<file path="src/hdl/pu_macros.svh">
// widths are fixed by the instruction encoding; changing PU_WORD_W alone breaks immediates
`ifndef PU_MACROS_SVH
`define PU_MACROS_SVH

// data path word width
`define PU_WORD_W 32

// number of general purpose registers
`define PU_GPR_N 32

// bits needed to select one register
`define PU_GPR_SEL_W 5

// immediate field width of the D-form
`define PU_IMM_W 16

// instruction word width, big-endian field layout
`define PU_INST_W 32

`endif
</file>
<file path="src/hdl/pu_inst_pkg.sv">
// only the opcodes of the supported subset are listed; everything else decodes as unknown

package pu_inst_pkg;

	// primary opcodes
	typedef enum logic [5:0] {
		op_addi   = 6'd14,
		op_addis  = 6'd15,
		op_ori    = 6'd24,
		op_alu_xo = 6'd31
	} opcd_t;

	// extended opcodes under op_alu_xo, compared against inst[10:1]
	// an oe bit set in inst[10] makes add/subf unmatched
	localparam logic [9:0] xo_add  = 10'd266;
	localparam logic [9:0] xo_subf = 10'd40;
	localparam logic [9:0] xo_or   = 10'd444;
	localparam logic [9:0] xo_and  = 10'd28;
	localparam logic [9:0] xo_xor  = 10'd316;

	// ALU operations
	// alu_subf computes b - a as in the architecture
	typedef enum logic [2:0] {
		alu_add,
		alu_subf,
		alu_or,
		alu_and,
		alu_xor
	} alu_op_t;

endpackage

</file>
<file path="src/hdl/pu_types_pkg.sv">
// plain vector types only; field slicing of inst_t is done by the decoder
`include "pu_macros.svh"

package pu_types_pkg;

	// one data word as held in a register
	typedef logic [`PU_WORD_W-1:0] word_t;

	// register number, r0 is a real register except for addi/addis ra
	typedef logic [`PU_GPR_SEL_W-1:0] gpr_sel_t;

	// D-form immediate before expansion
	typedef logic [`PU_IMM_W-1:0] imm_t;

	// raw instruction word
	// opcd [31:26], rt [25:21], ra [20:16], rb [15:11]
	// d/si/ui [15:0], xo [10:1], rc [0]
	typedef logic [`PU_INST_W-1:0] inst_t;

endpackage

</file>
<file path="src/hdl/pu_core.sv">
// no fetch unit; the instruction source must hold inst while inst_valid is high and inst_ready low
`timescale 1ns/1ps
`include "pu_macros.svh"

module pu_core
	import pu_types_pkg::*;
	import pu_inst_pkg::*;
(
	input  logic     clk,
	input  logic     rst_n,
	input  logic     inst_valid,
	input  inst_t    inst,
	output logic     inst_ready,
	input  logic     wb_ready,
	output logic     wb_valid,
	output gpr_sel_t wb_dest,
	output word_t    wb_data
);

	logic     stall;
	gpr_sel_t gpr_sel_a;
	gpr_sel_t gpr_sel_b;
	word_t    gpr_a;
	word_t    gpr_b;
	logic     gpr_we;
	word_t    alu_result;
	logic     ex_valid;
	alu_op_t  ex_op;
	word_t    ex_a;
	word_t    ex_b;
	gpr_sel_t ex_dest;

	// one global stall for every pipeline register
	assign stall = !wb_ready;

	decode u_decode (
		.clk        (clk),
		.rst_n      (rst_n),
		.inst_valid (inst_valid),
		.inst       (inst),
		.inst_ready (inst_ready),
		.stall      (stall),
		.gpr_sel_a  (gpr_sel_a),
		.gpr_sel_b  (gpr_sel_b),
		.gpr_a      (gpr_a),
		.gpr_b      (gpr_b),
		.alu_result (alu_result),
		.ex_valid   (ex_valid),
		.ex_op      (ex_op),
		.ex_a       (ex_a),
		.ex_b       (ex_b),
		.ex_dest    (ex_dest)
	);

	alu_stage u_alu_stage (
		.clk        (clk),
		.rst_n      (rst_n),
		.stall      (stall),
		.ex_valid   (ex_valid),
		.ex_op      (ex_op),
		.ex_a       (ex_a),
		.ex_b       (ex_b),
		.ex_dest    (ex_dest),
		.alu_result (alu_result),
		.wb_valid   (wb_valid),
		.wb_dest    (wb_dest),
		.wb_data    (wb_data),
		.gpr_we     (gpr_we)
	);

	// write port comes straight from the write-back register
	register_file u_register_file (
		.clk       (clk),
		.rst_n     (rst_n),
		.gpr_sel_a (gpr_sel_a),
		.gpr_sel_b (gpr_sel_b),
		.gpr_a     (gpr_a),
		.gpr_b     (gpr_b),
		.gpr_we    (gpr_we),
		.gpr_dest  (wb_dest),
		.gpr_data  (wb_data)
	);

endmodule

</file>
<file path="src/hdl/alu_stage.sv">
// no carry or overflow outputs; the result register holds until consumed by wb_ready
`timescale 1ns/1ps
`include "pu_macros.svh"

module alu_stage
	import pu_types_pkg::*;
	import pu_inst_pkg::*;
(
	input  logic     clk,
	input  logic     rst_n,
	input  logic     stall,
	input  logic     ex_valid,
	input  alu_op_t  ex_op,
	input  word_t    ex_a,
	input  word_t    ex_b,
	input  gpr_sel_t ex_dest,
	output word_t    alu_result,
	output logic     wb_valid,
	output gpr_sel_t wb_dest,
	output word_t    wb_data,
	output logic     gpr_we
);

	// combinational result, also used by decode for forwarding
	always_comb begin
		case (ex_op)
			alu_add:  alu_result = ex_a + ex_b;
			alu_subf: alu_result = ex_b + ~ex_a + `PU_WORD_W'(1);
			alu_or:   alu_result = ex_a | ex_b;
			alu_and:  alu_result = ex_a & ex_b;
			alu_xor:  alu_result = ex_a ^ ex_b;
			default:  alu_result = '0;
		endcase
	end

	always_ff @(posedge clk or negedge rst_n) begin
		if (!rst_n) begin
			wb_valid <= 1'b0;
		end else if (!stall) begin
			wb_valid <= ex_valid;
		end
	end

	always_ff @(posedge clk) begin
		if (!stall && ex_valid) begin
			wb_dest <= ex_dest;
			wb_data <= alu_result;
		end
	end

	// write once, on the edge where the outside consumes the result
	assign gpr_we = wb_valid && !stall;

	a_wb_hold: assert property (
		@(posedge clk) disable iff (!rst_n)
		(wb_valid && stall) |=> wb_valid && $stable(wb_data) && $stable(wb_dest)
	) else $error("write-back result changed while stalled");

endmodule

</file>
<file path="src/hdl/decode.sv">
// record forms and oe variants are treated as unknown and dropped like nops
`timescale 1ns/1ps
`include "pu_macros.svh"

module decode
	import pu_types_pkg::*;
	import pu_inst_pkg::*;
(
	input  logic     clk,
	input  logic     rst_n,
	input  logic     inst_valid,
	input  inst_t    inst,
	output logic     inst_ready,
	input  logic     stall,
	output gpr_sel_t gpr_sel_a,
	output gpr_sel_t gpr_sel_b,
	input  word_t    gpr_a,
	input  word_t    gpr_b,
	input  word_t    alu_result,
	output logic     ex_valid,
	output alu_op_t  ex_op,
	output word_t    ex_a,
	output word_t    ex_b,
	output gpr_sel_t ex_dest
);

	opcd_t      f_opcd;
	gpr_sel_t   f_rt;
	gpr_sel_t   f_ra;
	gpr_sel_t   f_rb;
	imm_t       f_imm;
	logic [9:0] f_xo;
	logic       f_rc;

	logic     legal;
	logic     is_nop;
	logic     accept;
	logic     use_imm;
	logic     zero_a;
	alu_op_t  op;
	gpr_sel_t sel_a;
	gpr_sel_t sel_b;
	gpr_sel_t dest;
	word_t    imm_ext;
	word_t    fwd_a;
	word_t    fwd_b;

	assign f_opcd = opcd_t'(inst[31:26]);
	assign f_rt   = inst[25:21];
	assign f_ra   = inst[20:16];
	assign f_rb   = inst[15:11];
	assign f_imm  = inst[15:0];
	assign f_xo   = inst[10:1];
	assign f_rc   = inst[0];

	// ori 0,0,0
	assign is_nop = (inst == {op_ori, 26'd0});

	always_comb begin
		legal   = 1'b0;
		op      = alu_add;
		sel_a   = f_ra;
		sel_b   = f_rb;
		dest    = f_rt;
		use_imm = 1'b1;
		zero_a  = 1'b0;
		imm_ext = {{(`PU_WORD_W-`PU_IMM_W){f_imm[`PU_IMM_W-1]}}, f_imm};
		case (f_opcd)
			op_addi: begin
				legal  = 1'b1;
				zero_a = (f_ra == '0);
			end
			op_addis: begin
				legal   = 1'b1;
				zero_a  = (f_ra == '0);
				imm_ext = {f_imm, {(`PU_WORD_W-`PU_IMM_W){1'b0}}};
			end
			op_ori: begin
				// source is rs in the rt field, result goes to ra
				legal   = 1'b1;
				op      = alu_or;
				sel_a   = f_rt;
				dest    = f_ra;
				imm_ext = {{(`PU_WORD_W-`PU_IMM_W){1'b0}}, f_imm};
			end
			op_alu_xo: begin
				use_imm = 1'b0;
				legal   = !f_rc;
				case (f_xo)
					xo_add:  op = alu_add;
					xo_subf: op = alu_subf;
					xo_or:   op = alu_or;
					xo_and:  op = alu_and;
					xo_xor:  op = alu_xor;
					default: legal = 1'b0;
				endcase
				// logical X-forms read rs and write ra
				if (f_xo == xo_or || f_xo == xo_and || f_xo == xo_xor) begin
					sel_a = f_rt;
					dest  = f_ra;
				end
			end
			default: legal = 1'b0;
		endcase
	end

	assign gpr_sel_a = sel_a;
	assign gpr_sel_b = sel_b;

	// only the execute stage needs forwarding, write-back is bypassed in the register file
	assign fwd_a = (ex_valid && ex_dest == sel_a) ? alu_result : gpr_a;
	assign fwd_b = (ex_valid && ex_dest == sel_b) ? alu_result : gpr_b;

	assign inst_ready = !stall;
	assign accept     = inst_valid && inst_ready;

	always_ff @(posedge clk or negedge rst_n) begin
		if (!rst_n) begin
			ex_valid <= 1'b0;
		end else if (!stall) begin
			ex_valid <= accept && legal && !is_nop;
		end
	end

	// payload only moves for real instructions, dropped ones leave it untouched
	always_ff @(posedge clk) begin
		if (accept && legal && !is_nop) begin
			ex_op   <= op;
			ex_a    <= zero_a ? '0 : fwd_a;
			ex_b    <= use_imm ? imm_ext : fwd_b;
			ex_dest <= dest;
		end
	end

	// nop taken from the port encoding, ori with rs, ra and ui all zero
	a_nop_dropped: assert property (
		@(posedge clk) disable iff (!rst_n)
		(inst_valid && inst_ready && inst[31:26] == op_ori && inst[25:0] == '0)
			|=> !ex_valid
	) else $error("nop reached the execute stage");

	a_ex_hold: assert property (
		@(posedge clk) disable iff (!rst_n)
		stall |=> $stable(ex_valid) && (!ex_valid || $stable({ex_op, ex_a, ex_b, ex_dest}))
	) else $error("execute register moved under stall");

endmodule

</file>
<file path="src/hdl/register_file.sv">
// all registers reset to zero; a same-cycle write is visible on both read ports
`timescale 1ns/1ps
`include "pu_macros.svh"

module register_file
	import pu_types_pkg::*;
(
	input  logic     clk,
	input  logic     rst_n,
	input  gpr_sel_t gpr_sel_a,
	input  gpr_sel_t gpr_sel_b,
	output word_t    gpr_a,
	output word_t    gpr_b,
	input  logic     gpr_we,
	input  gpr_sel_t gpr_dest,
	input  word_t    gpr_data
);

	word_t regs [`PU_GPR_N];

	always_ff @(posedge clk or negedge rst_n) begin
		if (!rst_n) begin
			for (int i = 0; i < `PU_GPR_N; i++) begin
				regs[i] <= '0;
			end
		end else if (gpr_we) begin
			regs[gpr_dest] <= gpr_data;
		end
	end

	// write-through so decode sees the write-back stage result
	assign gpr_a = (gpr_we && gpr_dest == gpr_sel_a) ? gpr_data : regs[gpr_sel_a];
	assign gpr_b = (gpr_we && gpr_dest == gpr_sel_b) ? gpr_data : regs[gpr_sel_b];

	// the write-back stage must stay quiet while the core is in reset
	a_no_write_in_reset: assert property (
		@(posedge clk) !rst_n |-> !gpr_we
	) else $error("register write requested during reset");

endmodule

</file>
<file path="config.mk">
export PLATFORM = sky130hd
export DESIGN_NAME = pu_core
export DESIGN_NICKNAME = d
export VERILOG_FILES = /design/src/hdl/pu_inst_pkg.sv /design/src/hdl/pu_types_pkg.sv /design/src/hdl/pu_core.sv /design/src/hdl/alu_stage.sv /design/src/hdl/decode.sv /design/src/hdl/register_file.sv
export VERILOG_INCLUDE_DIRS = /design/src /design/src/hdl
export SDC_FILE = /design/constraint.sdc
export NUM_CORES = 2
export LEC_CHECK = 0
export BUFFER_PORTS_ARGS = -buffer_cell sky130_fd_sc_hd__buf_2
export CAP_MARGIN = 25
export CORE_MARGIN = 4
export CORE_UTILIZATION = 36
export DETAILED_ROUTE_END_ITERATION = 6
export PLACE_DENSITY_LB_ADDON = 0.08
export SLEW_MARGIN = 0
export SYNTH_ARGS = -nofsm -noshare
export SYNTH_HDL_FRONTEND = slang
export SYNTH_SLANG_ARGS = --single-unit
</file>
<file path="constraint.sdc">
create_clock -name clk -period 4.2 [get_ports clk]
set_clock_uncertainty 0.15 [all_clocks]
set_input_delay 0.21 -clock clk [delete_from_list [all_inputs] [get_ports clk]]
set_output_delay 0.21 -clock clk [all_outputs]
set_load 0.01 [all_outputs]
</file>
==> flow_summary.toml <==
[global_routing]
grt_max_degree = 180
use_met2_pct = 43.8
grt_use_total_pct = 28.3
use_met3_pct = 4.79
grt_pass1_wl_um = 384000
use_met1_pct = 41.0
antenna_found_initial = 13
grt.busiest_layer = "met2"
grt_overflow = 0
grt_pass1_vias = 49600

[route]
wl_per_cell_um = 32.6
ant_nets = 0
initialDrtViolationCount = 5246
route.detailed.drc = 0
viasPerCell = 6.08
routed-via-count = 50100
dr.pass1.iters = 6
routed_wl_um = 269000

[pwr]
combPwrFrac_pct = 7.8
p_int_uw = 19100
power.density_nw_per_um2 = 335
switching_share_pct = 25.4
max-vdd-ir-drop_uv = 308
clockPowerShare_pct = 48.4
power_leakage_uw = 0.0342
seq_power_share_pct = 43.8
power_switching_uw = 6500

[sta]
rsz0062_at_grt = "false"
finalMaxSlewViolations = 0
tns_ns = 0
fin_crit_sh_pct = 97.9
tightest_slew_ns = 1.18
hold_ws_ns = 0.169
setup_viol = 0
max_freq_ghz = 0.243
finalCriticalPeriod_ns = 4.11
hold_viol_final = 0
setup_slack_ns = 0.0875
slew_headroom_pct = 21.5

[clock_network]
htreeDepth = 4
root_buffer = "clkbuf_16"
clock_latency_ns = 0.81
numCtsBuffers = 142
clockBufferDepth = 3
cts.sink_count = 1135
cts.clk_slew.worst_paths_ns = 0.06
cts_tree = "built"

[floorplanning]
fp.dieH_um = 435
io_pins = 75
die_w_um = 435
start_util_pct = 36.2
dieArea_sq_um = 189000
core_region_area_sq_um = 181000
rows = 156

[outcome]
status = "completed"

[cells_and_area]
final_util_pct = 42.2
multiInputGateArea_sq_um = 34500
ff_latch_area_sq_um = 28900
layout-drive-gt1-share_pct = 36.8
n_fill_cell = 16900
instances_no_fill = 8244
nets = 5904
synthToLayoutAreaGrowth_pct = 16.6

[logic_synthesis]
yosysWarnings = 0
synth_ff_type = "dfrtp_1"
syn-cell-area_sq_um = 65500
synth_cell_type_count = 87
ys_seq_area_share_pct = 44.2
async_flop_share_pct = 90.4
syn_inst = 5655
avgSynthCellArea_sq_um = 11.6
ys_ff_latch = 1135
synth_fp_nets = 5794
synth_edf_count = 109

[min_path]
min_path_type = "in2reg"

[setup_path]
worst_ep_arrival_time_ns = 4.48
startpoint_type = "input pin"
setup.worst_path.end_class = "flop"
worst-setup-path-type = "in2reg"
critical_path.max_fanout = 25
required_ns = 4.57
rrSetupSlack_ns = 0.19

[placement]
io_buffers = 74
dp_hpwl_um = 173000
dp_slack_ns = -0.251
dp.cells = 7956
gp_congestion = 0.951

[job]
cap_violations = 0
==> what timing repair did <==
item	4_1_cts	5_1_grt
hold buffers	33	0
pin swaps	0	1
setup endpoints to repair	1	27
hold endpoints to repair	1074	0
resized for setup	1	17
cloned	0	1
setup buffers	0	1
==> stage by stage <==
| step | cell area [sq um] | total power, uW |
|---|---|---|
| 6_report | 76400 | 25600 |
| 5_1_grt | 76400 | 26400 |
| 4_1_cts | 76300 | 25800 |
| 3_5_place_dp | 71300 | 13400 |
| 3_3_place_gp | 71200 | 13300 |
| 2_1_floorplan | 65500 | 12300 |
==> registers in the layout, summed over array words and instances (netlist names) <==
register / count
u_alu_stage.wb_data: 32
u_alu_stage.wb_dest: 5
u_alu_stage.wb_valid: 1
u_decode.ex_a: 32
u_decode.ex_b: 32
u_decode.ex_dest: 5
u_decode.ex_op: 3
u_decode.ex_valid: 1
u_register_file.regs: 1024
==> cell usage in the layout (no fill, tap or decap), types with 123 or more instances in the layout <==
cell type	synthesis	final
a21oi_1	169	167
a31oi_1	127	124
buf_4	11	285
clkbuf_16	0	147
dfrtp_1	1026	1026
mux2_2	1036	1033
mux4_2	379	379
nand2_1	874	861
nand3_1	224	223
nor2_1	140	123
==> worst max-delay path, stage by stage <==
cell           delay (ns)
dlygate4sd3_1        0.54
buf_2                0.16
and4bb_1             0.30
nand4_2              0.20
o21ai_4              0.20
buf_12               0.22
mux2_8               0.51
buf_12               0.21
buf_4                0.21
and3_1               0.16
a31oi_1              0.16
o22ai_1              0.10
or4_1                0.67
o21ai_0              0.53
==> per-layer routing <==
layer,wire length (um),part of all wire [%],up-vias
met2,122000,45,1897
met1,122000,45,26700
li1,-,-,21100
met3,16800,6.3,400
met5,0,0,-
met4,7510,2.8,0
==> cell usage after synthesis, types with 14 or more instances <==
cell type  count  share of area, %
xnor2_1       17              0.23
buf_2         83              0.63
mux2_2      1036                18
mux2i_1       55              0.84
a311oi_1      14              0.19
clkbuf_1     320               1.8
nor3_1        32              0.24
buf_1        106              0.61
nor4_1        24              0.23
a22oi_1       45              0.52
o22ai_1       44              0.42
nand2_1      874               5.0
and2_1        16              0.15
dfrtp_1     1026                39
a21o_1        21              0.24
and3_1        90              0.86
a211oi_1      33              0.38
inv_1        120              0.69
o31ai_1       18              0.21
nor2b_1       18              0.17
nand4_1       46              0.44
a31oi_1      127               1.2
ha_1         101               1.9
o21ai_0      118              0.90
nor2_1       140              0.80
a21oi_1      169               1.3
nand2b_1      15              0.14
edfxtp_1     109               5.0
o211ai_1      18              0.21
mux4_2       379                13
nand3_1      224               1.7
==> worst paths after layout <==
kind                                           startpoint                         to  cells past startpoint
worst max-delay path                             inst[10]           u_decode.ex_a[1]                     14
worst min-delay path                             inst[15]          u_decode.ex_b[15]                      3
worst max register to register           u_decode.ex_b[8]          u_decode.ex_b[31]                     15
worst min register to register  u_register_file.regs[250]  u_register_file.regs[250]                      1
max in group asynchronous                           rst_n  u_register_file.regs[371]                      4
min in group asynchronous                           rst_n  u_register_file.regs[735]                      4
==> cells by family after synthesis <==
family                     share of synthesized area [%]
buffers and inverters                               3.94
muxes                                               31.8
DFF                                                 44.2
and+or+nand+nor                                     10.4
xor gates and xnor gates                           0.361
AOI/OAI and AO/OA                                   7.38
adders and majority gates                           1.99
==> power groups by stage <==
stage	registers (uW)	logic [uW]	clock network, uW
3_5_place_dp	11400	1960	0
3_3_place_gp	11400	1960	0
5_1_grt	11200	2130	13100
6_report	11200	2000	12400
2_1_floorplan	11400	941	0
4_1_cts	11200	2000	12700
==> area by class of cell <==
class | count | area share (%)
diodes | 3 | 0.00982
clock buffers | 213 | 5.42
clock inverters | 37 | 0.640
inverters | 120 | 0.589
multi-input cells | 3876 | 45.2
flip-flops and latches | 1135 | 37.9
well taps | 2370 | 3.88
repair buffers | 490 | 6.42
Note: power is estimated with default switching activity, not from simulation.
